--- src/design/dcache_pkg.sv ---
`default_nettype none

package dcache_pkg;

  localparam int ADDR_W         = 32;  // address and data word width
  localparam int WORDS_PER_LINE = 4;
  localparam int OFFSET_BITS    = 4;   // byte offset in a 16-byte line

  typedef logic [ADDR_W-1:0] word_t;
  typedef word_t [WORDS_PER_LINE-1:0] line_t;  // word 0 in the low bits

  typedef enum logic {
    OP_LOAD,
    OP_STORE
  } req_op_e;

  typedef enum logic [2:0] {
    IDLE,
    LOOKUP,
    STORE,
    MISS_DIRTY,
    MISS_CLEAN,
    REFILL
  } cache_state_e;

  typedef struct packed {
    req_op_e           op;
    logic [ADDR_W-1:0] addr;
    logic [3:0]        wstrb;  // data already sits on its byte lanes
    word_t             wdata;
  } cpu_req_t;

  typedef struct packed {
    logic              req;
    logic [ADDR_W-1:0] addr;  // line aligned
  } mem_rd_t;

  typedef struct packed {
    logic              req;
    logic [ADDR_W-1:0] addr;  // line aligned
    line_t             data;
  } mem_wr_t;

  // index and tag sized for 256 sets
  typedef struct packed {
    logic        en;
    logic [7:0]  index;
    logic [19:0] tag;
    line_t       line;
    logic        dirty;
  } way_wr_t;

endpackage

`default_nettype wire

--- src/design/miss_fsm.sv ---
`timescale 1ns/100ps
`default_nettype none

module miss_fsm #(
  parameter int INDEX_BITS = 8,
  localparam int TAG_BITS  = dcache_pkg::ADDR_W - INDEX_BITS - dcache_pkg::OFFSET_BITS
) (
  input  wire                       clk,
  input  wire                       resetn,
  input  wire dcache_pkg::cpu_req_t buf_req,
  input  wire                       buf_valid,
  input  wire                       hit,
  input  wire                       victim_way,
  input  wire [TAG_BITS-1:0]        way0_tag,
  input  wire                       way0_dirty,
  input  wire dcache_pkg::line_t    way0_line,
  input  wire [TAG_BITS-1:0]        way1_tag,
  input  wire                       way1_dirty,
  input  wire dcache_pkg::line_t    way1_line,
  output dcache_pkg::mem_rd_t       mem_rd,
  input  wire                       mem_rd_rdy,
  input  wire                       ret_valid,
  input  wire dcache_pkg::line_t    ret_data,
  output dcache_pkg::mem_wr_t       mem_wr,
  input  wire                       mem_wr_rdy,
  output dcache_pkg::cache_state_e  state,
  output dcache_pkg::way_wr_t       refill_wr,
  output logic                      refill_way
);

  dcache_pkg::cache_state_e next_state;
  logic [TAG_BITS-1:0]      buf_tag;
  logic [INDEX_BITS-1:0]    buf_index;
  logic [TAG_BITS-1:0]      victim_tag;
  logic                     victim_dirty;
  dcache_pkg::line_t        victim_line;

  assign buf_tag   = buf_req.addr[dcache_pkg::ADDR_W-1 -: TAG_BITS];
  assign buf_index = buf_req.addr[dcache_pkg::OFFSET_BITS +: INDEX_BITS];

  // array outputs stay on the buffered set for the whole miss
  assign victim_tag   = victim_way ? way1_tag : way0_tag;
  assign victim_dirty = victim_way ? way1_dirty : way0_dirty;
  assign victim_line  = victim_way ? way1_line : way0_line;

  always_ff @(posedge clk) begin
    if (!resetn) begin
      state <= dcache_pkg::IDLE;
    end else begin
      state <= next_state;
    end
  end

  always_comb begin
    next_state = state;
    unique case (state)
      dcache_pkg::IDLE: next_state = dcache_pkg::LOOKUP;  // lookup also waits for requests
      dcache_pkg::LOOKUP: begin
        if (buf_valid && !hit) begin
          if (victim_dirty) begin
            next_state = dcache_pkg::MISS_DIRTY;
          end else begin
            next_state = dcache_pkg::MISS_CLEAN;
          end
        end else if (hit && buf_req.op == dcache_pkg::OP_STORE) begin
          next_state = dcache_pkg::STORE;
        end
      end
      dcache_pkg::STORE:      next_state = dcache_pkg::IDLE;
      dcache_pkg::MISS_DIRTY: if (mem_wr_rdy) next_state = dcache_pkg::MISS_CLEAN;
      dcache_pkg::MISS_CLEAN: if (mem_rd_rdy) next_state = dcache_pkg::REFILL;
      dcache_pkg::REFILL:     if (ret_valid) next_state = dcache_pkg::LOOKUP;  // look up again
      default:                next_state = dcache_pkg::IDLE;
    endcase
  end

  always_comb begin
    mem_wr.req  = state == dcache_pkg::MISS_DIRTY;
    mem_wr.addr = {victim_tag, buf_index, {dcache_pkg::OFFSET_BITS{1'b0}}};
    mem_wr.data = victim_line;

    mem_rd.req  = state == dcache_pkg::MISS_CLEAN;
    mem_rd.addr = {buf_tag, buf_index, {dcache_pkg::OFFSET_BITS{1'b0}}};

    refill_wr.en    = state == dcache_pkg::REFILL && ret_valid;
    refill_wr.index = buf_index;
    refill_wr.tag   = buf_tag;
    refill_wr.line  = ret_data;
    refill_wr.dirty = 1'b0;  // fresh from memory
  end

  assign refill_way = victim_way;

endmodule

`default_nettype wire

--- config.mk ---
export PLATFORM = sky130hd
export DESIGN_NAME = miss_fsm
export DESIGN_NICKNAME = d
export VERILOG_FILES = /design/src/design/dcache_pkg.sv /design/src/design/miss_fsm.sv
export SDC_FILE = /design/constraint.sdc
export NUM_CORES = 1
export LEC_CHECK = 0
export ABC_CLOCK_PERIOD_IN_PS = 1880
export BUFFER_PORTS_ARGS = -buffer_cell sky130_fd_sc_hd__clkbuf_2
export CAP_MARGIN = 0
export CORE_AREA = 5 5 329 331
export CTS_CLUSTER_DIAMETER = 40
export DETAILED_ROUTE_END_ITERATION = 16
export DIE_AREA = 0 0 334 336
export PLACE_DENSITY = 0.3
export SYNTH_ARGS = -nofsm -noshare
export SYNTH_HDL_FRONTEND = slang
export SYNTH_SLANG_ARGS = --single-unit
--- constraint.sdc ---
create_clock -name clk -period 1.88 [get_ports clk]
set_input_delay 0.376 -clock clk [delete_from_list [all_inputs] [get_ports clk]]
set_output_delay 0.376 -clock clk [all_outputs]
set_load 0.1 [all_outputs]
==> impl_metrics.tcl <==
set metrics [dict create \
    status "finished clean" \
    grt_start_max_net_pins 35 \
    cts_sinks 3 \
    ant_nets 0 \
    grt_usage 0.0598 \
    critPathArrivalTime_ns 1.41 \
    rows 119 \
    die_x_um 334 \
    crit_path_end_kind "primary output" \
    worstSetupStartpointType "primary input" \
    drv_cap 0 \
    seq_area_um2 63.8 \
    vias_per_cell 1.90 \
    grt_pass1_vias 4379 \
    first_pass_iters 4 \
    hold_violations 0 \
    cts_tree "done" \
    drc 0 \
    clock_latency_ns 0.23 \
    final_common_cell "clkbuf_2" \
    vias 3934 \
    top_regs "state x3" \
    use_met3 0.0598 \
    synth.distinct_cells 27 \
    htree_levels 1 \
    setup_viol 0 \
    path_class "in -> out" \
    min_period_over_period 0.952 \
    drive_above_1_share 0.950 \
    synthesis.area_um2 4000 \
    leakage_nw 4.01 \
    syn2layout_area_growth_pct 126 \
    powerDensity_nw_per_um2 515 \
    wl_per_cell_um 17.5 \
    portBuffers 461 \
    final_net_count 1178 \
    maxSlewViolCount 0 \
    numCtsBuffers 3 \
    fin_worst_skew_ns 0.00148 \
    cts_root_buffer "clkbuf_16" \
    clk_pin_slew_ns 0.03 \
    maxSlewHeadroom 0.635 \
    die-area_um2 112000 \
    hold_class "in -> reg" \
    worst_pin_slew_ns 0.550 \
    dp_hpwl_um 35000 \
    die_h_um 336 \
    period_needed_ns 1.79 \
    rsz0062_at_grt "false" \
    grtUsageMet2 0.0859 \
    io_pins 859 \
    fill_cells 12234 \
    setup_ws_ns 0.0897 \
    place_area_um2 8900 \
    ir_worst_vdd_mv 0.226 \
    final_cell_mix "307 x clkbuf_2, 156 x buf_12, 100 x mux2_4, 48 x mux2_2, 17 x buf_4" \
    globalRouteOverflowTotal 0 \
    postSynthAreaPerCell_um2 10.0 \
    synthCells 399 \
    routabilityCongestion 0.694 \
    max_freq_ghz 0.559 \
    largest-register "state" \
    drt-initial-drc-count 75 \
    grt_pass1_wl_um 44200 \
    multi_input_area_um2 2280 \
    use_met1 0.0645 \
    required_ns 1.50 \
    final_util 0.0862 \
    antenna_found_initial 29 \
    final_area_um2 9040 \
    synth_warnings 0 \
    finalWirelength_um 36300 \
    pre_cts_ws_ns -0.0128 \
    largest_register_ffs 3 \
    synth-seq-cells 3 \
    clk_path_buf_depth 2 \
    grt.busiest_layer "met2" \
    ys_seq_area_frac 0.0150 \
    holdWs_ns 0.394 \
    core_um2 105000 \
    critPathMaxFanout 17 \
    start_util 0.0381 \
]
## layout make-up
class	instances	share of cell area
clock buffers	4	0.00872
flip-flops and latches	3	0.00706
well taps	1391	0.193
repair buffers	482	0.536
diodes	8	0.00222
multi-input cells	183	0.252
inverters	2	0.00125
## power breakdown
group,total (mW),leakage [nW],switching [mW],internal (mW)
Clock,0.341,0.0382,0.0613,0.280
Combinational,4.23,3.95,2.64,1.59
Sequential,0.0867,0.0257,0.0154,0.0714
## per-stage QoR
| stage | std cells | setup TNS [ns] | total power, mW |
|---|---|---|---|
| 2_1_floorplan | 407 | 0 | 4.59 |
| 3_3_place_gp | 2059 | -0.00370 | 4.38 |
| 3_5_place_dp | 2059 | -0.0428 | 4.37 |
| 4_1_cts | 2065 | 0 | 4.73 |
| 5_1_grt | 2065 | 0 | 4.81 |
| 6_report | 2073 | 0 | 4.66 |
## metal layers
metal / vias up / wire [um]
li1: 1705 / -
met1: 1598 / 12600
met2: 576 / 14400
met5: - / 175
met3: 41 / 8730
met4: 14 / 328
## worst max-delay path: stages
cell	delay (ns)
buf_12	0.15
buf_12	0.19
buf_4	0.17
mux2_4	0.31
buf_12	0.17
## timing repair
action,CTS,global route
hold endpoints to repair,0,0
buffers inserted,2,0
hold buffers,0,0
gates resized for setup,3,0
endpoints found under the setup margin,7,0
## kinds of logic after synthesis
logic type / share of synthesized area
and+or+nand+nor: 0.0254
buffers and inverters: 0.426
muxes: 0.516
other: 0.000938
AOI/OAI and AO/OA: 0.0163
DFF: 0.0150
## worst paths after layout
path	startpoint	to	slack, ns	cells after the start
max	victim_way	mem_wr[42]	0.09	5
min	resetn	state[2]	0.39	3
max reg2reg	state[1]	state[1]	0.59	3
min reg2reg	state[1]	state[1]	0.56	2
## cell usage after synthesis
cell type | count | area share
buf_4 | 202 | 0.38
mux2_4 | 100 | 0.38
mux2_2 | 45 | 0.13
buf_6 | 15 | 0.042
nand2b_1 | 4 | 0.0063
dfxtp_1 | 3 | 0.015
mux2_1 | 3 | 0.0085
nor2_1 | 3 | 0.0028
buf_2 | 2 | 0.0025
inv_1 | 2 | 0.0019
nand2_1 | 2 | 0.0019
nor2b_1 | 2 | 0.0031
o31a_1 | 2 | 0.0044
a211o_1 | 1 | 0.0022
a21o_1 | 1 | 0.0019
a311oi_1 | 1 | 0.0022
and2_1 | 1 | 0.0016
and2b_1 | 1 | 0.0019
conb_1 | 1 | 0.00094
mux2i_4 | 1 | 0.0056
nand3_1 | 1 | 0.0013
nand3b_1 | 1 | 0.0019
nand4bb_1 | 1 | 0.0028
nor3b_1 | 1 | 0.0019
o22ai_1 | 1 | 0.0016
o31ai_1 | 1 | 0.0019
o32ai_1 | 1 | 0.0022
Note: power is estimated with default switching activity, not from simulation.
