`src/design/dcache_pkg.sv`:
```
`default_nettype none

package dcache_pkg;

  localparam int ADDR_W         = 32;  // address and data word width
  localparam int WORDS_PER_LINE = 4;
  localparam int OFFSET_BITS    = 4;   // byte offset in a 16-byte line

  typedef logic [ADDR_W-1:0] word_t;
  typedef word_t [WORDS_PER_LINE-1:0] line_t;  // word 0 in the low bits

  typedef enum logic {
    OP_LOAD,
    OP_STORE
  } req_op_e;

  typedef enum logic [2:0] {
    IDLE,
    LOOKUP,
    STORE,
    MISS_DIRTY,
    MISS_CLEAN,
    REFILL
  } cache_state_e;

  typedef struct packed {
    req_op_e           op;
    logic [ADDR_W-1:0] addr;
    logic [3:0]        wstrb;  // data already sits on its byte lanes
    word_t             wdata;
  } cpu_req_t;

  typedef struct packed {
    logic              req;
    logic [ADDR_W-1:0] addr;  // line aligned
  } mem_rd_t;

  typedef struct packed {
    logic              req;
    logic [ADDR_W-1:0] addr;  // line aligned
    line_t             data;
  } mem_wr_t;

  // index and tag sized for 256 sets
  typedef struct packed {
    logic        en;
    logic [7:0]  index;
    logic [19:0] tag;
    line_t       line;
    logic        dirty;
  } way_wr_t;

endpackage

`default_nettype wire

```
`src/design/req_stage.sv`:
```
`timescale 1ns/100ps
`default_nettype none

module req_stage #(
  parameter int INDEX_BITS = 8
) (
  input  wire                           clk,
  input  wire                           resetn,
  input  wire                           req_valid,
  input  wire dcache_pkg::cpu_req_t     req,
  input  wire dcache_pkg::cache_state_e state,
  input  wire                           hit,
  output logic                          addr_ok,
  output logic                          buf_valid,
  output dcache_pkg::cpu_req_t          buf_req,
  output logic [INDEX_BITS-1:0]         rd_index
);

  logic accept;

  // lookup with an empty buffer is ready too, hit is already gated by buf_valid
  always_comb begin
    unique case (state)
      dcache_pkg::IDLE:   addr_ok = 1'b1;
      dcache_pkg::LOOKUP: addr_ok = !buf_valid || (hit && buf_req.op == dcache_pkg::OP_LOAD);
      default:            addr_ok = 1'b0;
    endcase
  end

  assign accept = req_valid && addr_ok;

  always_ff @(posedge clk) begin
    if (!resetn) begin
      buf_valid <= 1'b0;
    end else if (accept) begin
      buf_valid <= 1'b1;
    end else if (hit) begin
      buf_valid <= 1'b0;  // done, nothing queued behind it
    end
  end

  // held unchanged through a miss for the second lookup
  always_ff @(posedge clk) begin
    if (accept) begin
      buf_req <= req;
    end
  end

  // arrays read the new request on acceptance, else keep the buffered set
  assign rd_index = accept ? req.addr[dcache_pkg::OFFSET_BITS +: INDEX_BITS]
                           : buf_req.addr[dcache_pkg::OFFSET_BITS +: INDEX_BITS];

endmodule

`default_nettype wire

```
`config.mk`:
```
export PLATFORM = sky130hd
export DESIGN_NAME = req_stage
export DESIGN_NICKNAME = d
export VERILOG_FILES = /design/src/design/dcache_pkg.sv /design/src/design/req_stage.sv
export SDC_FILE = /design/constraint.sdc
export NUM_CORES = 1
export LEC_CHECK = 0
export BUFFER_PORTS_ARGS = -buffer_cell sky130_fd_sc_hd__buf_2
export CAP_MARGIN = 20
export CELL_PAD_IN_SITES_DETAIL_PLACEMENT = 1
export CELL_PAD_IN_SITES_GLOBAL_PLACEMENT = 1
export CORE_ASPECT_RATIO = 0.5
export CORE_UTILIZATION = 29
export DETAILED_ROUTE_END_ITERATION = 8
export HOLD_SLACK_MARGIN = 0.05
export PLACE_DENSITY_LB_ADDON = 0.1
export RECOVER_POWER = 50
export SYNTH_ARGS = -nofsm -noshare
export SYNTH_HDL_FRONTEND = slang
export SYNTH_SLANG_ARGS = --single-unit
```
`constraint.sdc`:
```
create_clock -name clk -period 3.1 [get_ports clk]
set_clock_uncertainty 0.2 [all_clocks]
set_input_delay 0.31 -clock clk [delete_from_list [all_inputs] [get_ports clk]]
set_output_delay 0.31 -clock clk [all_outputs]
set_load 0.03 [all_outputs]
```
==> results.sh, run 1 <==
export IMPL_grt_max_degree=36
export IMPL_outcome="finished, final reports clean"
export IMPL_ys_types=9
export IMPL_antenna_cells=0
export IMPL_clk_latency_ns=0.31
export IMPL_p_leak_nw=1.62
export IMPL_cp_top_family="compound AO/OA/AOI/OAI gates"
export IMPL_drt_vias_per_instance=3.89
export IMPL_die_height_um=64.6
export IMPL_grt_ovfl_total=0
export IMPL_place_gp_congestion=0.751
export IMPL_path_clk_slew_ns=0.05
export IMPL_utilization=0.546
export IMPL_root_buffer="clkbuf_16"
export IMPL_peakVddDrop_mv=0.337
export IMPL_die_area_um2=8210
export IMPL_grtUsageTotal=0.152
export IMPL_crit_slowest_cell="a311o_1"
export IMPL_path_cells="nand2b_1 -> a311o_1 -> mux2_4 -> buf_2"
export IMPL_slew_violations=0
export IMPL_clock_sinks=70
export IMPL_worst_slew_pin_slew_ns=0.697
export IMPL_synth_flop_cell="edfxtp_1"
export IMPL_final_nets=398
export IMPL_synth_most_common_cell="edfxtp_1"
export IMPL_ioPinCount=155
export IMPL_ys_ff_latch=70
export IMPL_htreeDepth=3
export IMPL_die_w_um=127
export IMPL_synth_area_top_cells="edfxtp_1, mux2_4, dfxtp_1"
export IMPL_drc=0
export IMPL_syn_inst=86
export IMPL_power_density_nw_per_um2=535
export IMPL_first_global_vias=1879
export IMPL_synth_top_area_share=0.912
export IMPL_post_cts_setup_buffers=0
export IMPL_hold_path_class="in2reg"
export IMPL_synth_edf_count=69
export IMPL_clk_path_buf_depth=2
export IMPL_layout_min_cycle_time_ns=2.50
export IMPL_drive_gt1_frac=0.376
export IMPL_p_total_mw=2.18
export IMPL_setup_viol_count_final=0
export IMPL_cp_data_required_time_ns=2.59
export IMPL_dpl_hpwl_um=4070
export IMPL_antenna_found_initial=0
export IMPL_cp_end_kind="output pin"
export IMPL_hold_depth=3
export IMPL_synthArstFlopShare=0
export IMPL_cts_tree="built"
export IMPL_max_freq_mhz=400
export IMPL_synth_area_um2=2270
export IMPL_period_share=0.807
export IMPL_ys_seq_area_frac=0.921
export IMPL_fin_setup_tns_ns=0
export IMPL_syn_to_final_growth_pct=79.3
export IMPL_drt_iter0_markers=68
export IMPL_port_buffers=154
export IMPL_cp_start_kind="flop"
export IMPL_cts_repair_resized=0
export IMPL_holdWs_ns=0.0913
export IMPL_start_util=0.305
export IMPL_vias=1694
export IMPL_final_antenna_net_count=0
export IMPL_max_slew_margin=0.536
export IMPL_worstRegToRegCells=4
export IMPL_cp_data_arrival_time_ns=1.99
export IMPL_core_area_um2=7460
export IMPL_routedWlPerCell_um=14.1
export IMPL_worst_path_max_fanout=10
export IMPL_cts_buffers_inserted=9
export IMPL_finalWirelength_um=6150
export IMPL_yosysWarnings=0
export IMPL_yosysTopAreaCell="edfxtp_1"
export IMPL_yosys_top_cells_count="edfxtp_1, mux2_4, nand2b_1"
export IMPL_rsz0062_at_grt="false"
export IMPL_dr_pass1_iters=4
export IMPL_hold_viol=0
export IMPL_crit_cells=4
export IMPL_num_rows=22
export IMPL_worstSetupPathType="reg2out"
export IMPL_grt_pass1_wl_um=9220
export IMPL_drv_cap=0
export IMPL_synth_net_count=162
export IMPL_slowest_delay_ns=0.59
export IMPL_timing_critical_path_buf_inv=1
export IMPL_avgSynthCellArea_um2=26.4
[cell usage in the layout, fill, tap and decap left out]
cell type      netlist  routed
a21boi_0             1       1
a311o_1              1       1
a311oi_1             1       1
buf_2                0     103
buf_4                0       2
clkbuf_1             0      55
clkbuf_16            0       9
clkinv_1             0       3
clkinvlp_4           0       1
dfxtp_1              1       1
dlygate4sd3_1        0      70
edfxtp_1            69      69
mux2_4               8       8
nand2b_1             3       3
[registers in the layout (all words and copies together), names as in the netlist]
| name | count |
|---|---|
| buf_req | 69 |
| buf_valid | 1 |
[kinds of logic (layout without fill, tap and decap cells)]
logic type / Yosys count / in the layout / synth area share
AO/OA/AOI/OAI: 3 / 3 / 0.0116
flip-flops: 70 / 70 / 0.921
AND/OR/NAND/NOR: 3 / 3 / 0.00826
buffers and inverters: 2 / 243 / 0.00661
multiplexers: 8 / 8 / 0.0529
[routing by layer]
metal  global-route usage  up-vias  routed length, um
met2                0.285       75               3300
li1                     -      817                  -
met1                0.158      795               2350
met3               0.0636        7                453
met4               0.0446        0                 53
met5                    0        -                  0
[where the power goes]
group / internal [mW] / switching [mW]
logic: 0.116 / 0.121
clock network: 0.533 / 0.327
registers: 1.07 / 0.00796
total: 1.72 / 0.456
[area by class of cell]
type,count,area [um^2]
Multi-Input combinational cell,14,165
Fill cell,781,3390
Clock buffer,13,240
Inverter,1,7.51
Tap cell,108,135
Timing Repair Buffer,226,1420
Sequential cell,70,2090
Clock inverter,3,11.3
[tightest hold or removal path, stage by stage]
cell and delay [ns]:
buf_2 0.08, nand2b_1 0.09, a21boi_0 0.07
[per-stage QoR]
step,worst slack (ns),instances,instance area [um^2]
after floorplan,0.507,86,2280
after global placement,0.900,349,3190
after detailed placement,0.824,349,3190
after CTS,0.575,435,4140
after global routing,0.506,435,4070
final,0.599,435,4070
[path summary, 6_finish.rpt]
kind | start | end | slack (ns)
worst max-delay path | buf_req[68] | rd_index[1] | 0.60
worst min-delay path | hit | buf_valid | 0.09
worst max register to register | buf_req[68] | buf_req[53] | 0.85
worst min register to register | buf_valid | buf_valid | 0.33
[timing repair]
action,in CTS,in global routing
setup endpoints to repair,0,0
hold buffers,70,0
hold endpoints to repair,70,0
No activity file was read; power rests on OpenSTA's default activity.
==> inputs of run 2 (changes only) <==
CORE_UTILIZATION = 32   (was 29)
clock period = 2.51 ns   (was 3.1 ns; I/O delays follow)
==> run 2 against run 1 <==
  * Sequential share of layout area shrank 0.76 points
  * Utilization grew 6.4 points
  * First-iteration DRC count down 34%
  * Clock power up 52%
  * Global-route usage up 1.6 points
  * Flip-flop and latch count unchanged
  * Final cell count is 3.7% lower
  * Count of clock-buffer cells in the layout is 3 lower
  * Critical path type unchanged
  * Via count is 3.8% higher
  * Sequential power up 24%
  * Register-to-register slack got worse by 0.50 ns
  * Highest routed layer unchanged
==> results.sh, run 2 (synthesis results as in run 1) <==
export IMPL_cts_tree="built"
export IMPL_vias=1759
export IMPL_worst_path_max_fanout=10
export IMPL_worstSetupPathType="reg2out"
export IMPL_ioPinCount=155
export IMPL_first_global_vias=1846
export IMPL_peakVddDrop_mv=0.497
export IMPL_die_area_um2=7460
export IMPL_place_gp_congestion=0.725
export IMPL_die_w_um=121
export IMPL_antenna_cells=0
export IMPL_outcome="finished, final reports clean"
export IMPL_num_rows=21
export IMPL_root_buffer="clkbuf_16"
export IMPL_post_cts_setup_buffers=0
export IMPL_final_nets=398
export IMPL_max_freq_mhz=418
export IMPL_htreeDepth=3
export IMPL_grtUsageTotal=0.169
export IMPL_cts_buffers_inserted=9
export IMPL_port_buffers=154
export IMPL_cp_data_arrival_time_ns=1.94
export IMPL_grt_pass1_wl_um=8850
export IMPL_setup_viol_count_final=0
export IMPL_clk_path_buf_depth=2
export IMPL_syn_to_final_growth_pct=82.0
export IMPL_slew_violations=0
export IMPL_holdWs_ns=0.439
export IMPL_path_clk_slew_ns=0.05
export IMPL_p_total_mw=2.94
export IMPL_drive_gt1_frac=0.398
export IMPL_cp_start_kind="flop"
export IMPL_die_height_um=61.6
export IMPL_antenna_found_initial=0
export IMPL_final_antenna_net_count=0
export IMPL_drt_iter0_markers=45
export IMPL_routedWlPerCell_um=15.3
export IMPL_power_density_nw_per_um2=710
export IMPL_drv_cap=0
export IMPL_drc=0
export IMPL_core_area_um2=6780
export IMPL_start_util=0.335
export IMPL_dr_pass1_iters=4
export IMPL_grt_ovfl_total=0
export IMPL_cp_end_kind="output pin"
export IMPL_grt_max_degree=70
export IMPL_rsz0062_at_grt="false"
export IMPL_top_register="buf_req"
export IMPL_hold_path_class="in2reg"
export IMPL_worst_slew_pin_slew_ns=0.411
export IMPL_max_slew_margin=0.727
export IMPL_cp_data_required_time_ns=2.06
export IMPL_hold_viol=0
export IMPL_clk_latency_ns=0.31
export IMPL_p_leak_nw=1.66
export IMPL_period_share=0.954
export IMPL_finalWirelength_um=6430
export IMPL_largest_reg_flops=69
export IMPL_final_common_cell="buf_2"
export IMPL_layout_common_cells="buf_2, dlygate4sd3_1, edfxtp_1"
export IMPL_layout_min_cycle_time_ns=2.39
export IMPL_drt_vias_per_instance=4.20
export IMPL_reg_top3="buf_req: 69 flops, buf_valid: 1 flops"
export IMPL_clock_sinks=70
-- run 2: cell types whose count changed in the layout (fill, tap and decap cells not counted), moves of 2 or more --
| cell | change |
|---|---|
| buf_4 | -2 |
| bufinv_16 | +2 |
| clkbuf_1 | -4 |
| clkinv_1 | -3 |
| clkinv_2 | +2 |
-- run 2: per-layer routing --
layer | vias to the layer above | share of wire | track usage
li1 | 819 | - | -
met1 | 840 | 0.37 | 0.162
met2 | 92 | 0.53 | 0.328
met3 | 8 | 0.085 | 0.0796
met4 | 0 | 0.012 | 0.0635
met5 | - | 0 | 0
-- run 2: critical path, stage by stage (launching register included) --
cell and delay (ns):
edfxtp_1 0.38, nand2b_1 0.17, a311o_2 0.54, mux2_4 0.34
buf_2 0.18
-- run 2: power by group --
part           internal (mW)  switching (mW)
combinational          0.145           0.151
clock                  0.867           0.439
sequential              1.33          0.0100
total                   2.34           0.600
-- run 2: metrics by stage --
stage / instance area, um^2 / cells / setup TNS (ns) / setup slack, ns / util
CTS: 4200 / 419 / 0 / 0.0184 / 0.619
detailed placement: 3170 / 332 / 0 / 0.287 / 0.468
floorplan: 2280 / 86 / -5.71 / -0.0827 / -
finish: 4140 / 419 / 0 / 0.117 / 0.610
global route: 4140 / 419 / 0 / 0.0438 / 0.610
global placement: 3170 / 332 / 0 / 0.349 / 0.468
-- run 2: path summary, 6_finish.rpt --
kind | startpoint | to | slack (ns) | cells past startpoint
hold reg to reg | buf_valid | buf_valid | 0.93 | 3
hold / removal | req[39] | buf_req[39] | 0.44 | 2
setup reg to reg | buf_req[68] | buf_valid | 0.35 | 4
setup / recovery | buf_req[68] | rd_index[1] | 0.12 | 4
-- run 2: layout make-up --
type	count	area (um^2)
timing repair buffer	226	1440
fill	672	2640
inverter	1	7.51
multi-input combinational	14	166
sequential	70	2090
clock inverter	6	86.3
clock buffer	10	229
tap	92	115
-- run 2: timing repair --
action | in CTS | in global routing
hold buffers | 71 | 0
hold endpoints to repair | 70 | 0
endpoints found under the setup margin | 0 | 8
gates resized for setup | 0 | 1
==> inputs of run 3 (changes only) <==
==> constraint.sdc (replaced) <==
create_clock -name clk -period 2.6 [get_ports clk]
set_clock_uncertainty 0.2 [all_clocks]
set_input_delay 0.13 -clock clk [delete_from_list [all_inputs] [get_ports clk]]
set_output_delay 0.13 -clock clk [all_outputs]
set_load 0.03 [all_outputs]
==> run 3 against run 2 <==
  * Register-to-register slack improved by 0.05 ns
  * Utilization grew 0.65 points
  * Total power grew 0.33%
  * Largest power group is now the clock network
  * Routed wire length increased by 0.30%
  * Combinational power is 2% lower
==> results.sh, run 3 (synthesis results as in run 1) <==
export IMPL_outcome="finished, final reports clean"
export IMPL_slew_violations=0
export IMPL_peakVddDrop_mv=0.435
export IMPL_utilization=0.616
export IMPL_r2r_end="buf_valid"
export IMPL_first_global_vias=1759
export IMPL_antenna_cells=0
export IMPL_setup_viol_count_final=0
export IMPL_max_freq_mhz=424
export IMPL_cp_end_kind="output pin"
export IMPL_htreeDepth=3
export IMPL_routedWlPerCell_um=15.3
export IMPL_drive_gt1_frac=0.405
export IMPL_power_density_nw_per_um2=705
export IMPL_vias=1740
export IMPL_cp_start_kind="flop"
export IMPL_whs_endpoint="buf_req[55]"
export IMPL_grt_ovfl_total=0
export IMPL_clock_sinks=70
export IMPL_rrSetupSlack_ns=0.40
export IMPL_top_register="buf_req"
export IMPL_drc=0
export IMPL_slowest_delay_ns=0.58
export IMPL_root_buffer="clkbuf_16"
export IMPL_final_antenna_net_count=0
export IMPL_die_height_um=61.6
export IMPL_largest_reg_flops=69
export IMPL_worst_path_max_fanout=10
export IMPL_drt_iter0_markers=44
export IMPL_p_leak_nw=1.68
export IMPL_clk_path_buf_depth=2
export IMPL_path_cells="nand2b_1 -> a311o_1 -> mux2_4 -> buf_2"
export IMPL_worstSetupPathType="reg2out"
export IMPL_cts_buffers_inserted=9
export IMPL_grt_pass1_wl_um=9160
export IMPL_max_slew_margin=0.549
export IMPL_ioPinCount=155
export IMPL_timing_critical_path_buf_inv=1
export IMPL_die_w_um=121
export IMPL_port_buffers=154
export IMPL_dr_pass1_iters=4
export IMPL_crit_slowest_cell="a311o_1"
export IMPL_finalWirelength_um=6450
export IMPL_reg_top3="buf_req: 69 flops, buf_valid: 1 flops"
export IMPL_start_util=0.335
export IMPL_hold_viol=0
export IMPL_place_area_um2=3190
export IMPL_place_gp_congestion=0.709
export IMPL_final_nets=399
export IMPL_layout_common_cells="buf_2, dlygate4sd3_1, edfxtp_1"
export IMPL_final_common_cell="buf_2"
export IMPL_multiInputGateArea_um2=165
export IMPL_syn_to_final_growth_pct=83.9
export IMPL_regArea_um2=2090
export IMPL_cts_tree="built"
export IMPL_drv_cap=0
export IMPL_layout_min_cycle_time_ns=2.36
export IMPL_hold_path_class="in2reg"
export IMPL_worst_slew_pin_slew_ns=0.676
export IMPL_p_total_mw=2.95
export IMPL_rsz0062_at_grt="false"
export IMPL_cp_data_arrival_time_ns=2.03
export IMPL_num_rows=21
export IMPL_path_clk_slew_ns=0.06
export IMPL_post_cts_setup_buffers=0
export IMPL_grt_max_degree=37
export IMPL_fin_setup_tns_ns=0
export IMPL_fin_area_um2=4180
export IMPL_hold_start="req[55]"
export IMPL_antenna_found_initial=0
export IMPL_worstRegToRegCells=4
export IMPL_period_share=0.908
export IMPL_reg2reg_from="buf_req[68]"
export IMPL_grtUsageTotal=0.176
export IMPL_fillers=693
export IMPL_core_area_um2=6780
export IMPL_drt_vias_per_instance=4.14
export IMPL_die_area_um2=7460
export IMPL_dpl_hpwl_um=3890
export IMPL_hold_depth=2
export IMPL_clk_latency_ns=0.32
export IMPL_cp_top_family="compound AO/OA/AOI/OAI gates"
export IMPL_cp_data_required_time_ns=2.27
-- run 3: cell count changes in the layout (fill, tap and decap cells not counted), sizes merged --
cell / change
buf: +2
clkbuf: -2
bufinv: +1
-- run 3: area by class of cell --
type                            instances  area share
Clock inverter                          7      0.0269
Multi-Input combinational cell         14      0.0395
Sequential cell                        70       0.501
Inverter                                1     0.00180
Tap cell                               92      0.0275
Timing Repair Buffer                  227       0.350
Clock buffer                            9      0.0539
-- run 3: report_power, final --
part	switching [mW]	leakage [nW]	internal [mW]	total [mW]
Sequential	0.0101	0.642	1.28	1.29
Combinational	0.146	0.877	0.142	0.289
Clock	0.438	0.165	0.931	1.37
-- run 3: stage by stage --
step,cells,hold WS [ns],setup slack (ns)
finish,420,0.313,0.240
CTS,420,0.295,0.237
global placement,333,0.107,0.535
floorplan,86,0.0289,0.00726
global route,420,0.306,0.174
detailed placement,333,0.108,0.496
-- run 3: layer usage --
layer / vias to the layer above / share of wire / GRT usage
met5: - / 0 / 0
met4: 0 / 0.0040 / 0.0635
met3: 2 / 0.086 / 0.0833
met2: 87 / 0.52 / 0.326
met1: 830 / 0.39 / 0.180
li1: 821 / - / -
-- run 3: timing repair --
| action | in CTS | in global routing |
|---|---|---|
| endpoints found under the hold margin | 70 | 0 |
| hold buffers | 71 | 0 |
| resized for setup | 0 | 0 |
-- run 3: worst max path at each step --
stage / cells after the start / end / start / slack [ns]
5_1_grt: 4 / rd_index[5] / buf_req[68] / 0.17
4_1_cts: 4 / rd_index[2] / buf_req[68] / 0.24
3_3_place_gp: 4 / buf_req[63] / buf_req[68] / 0.54
3_5_place_dp: 4 / buf_req[61] / buf_req[68] / 0.50
2_1_floorplan: 4 / buf_req[0] / buf_req[68] / 0.007
6_report: 4 / rd_index[5] / buf_req[68] / 0.24
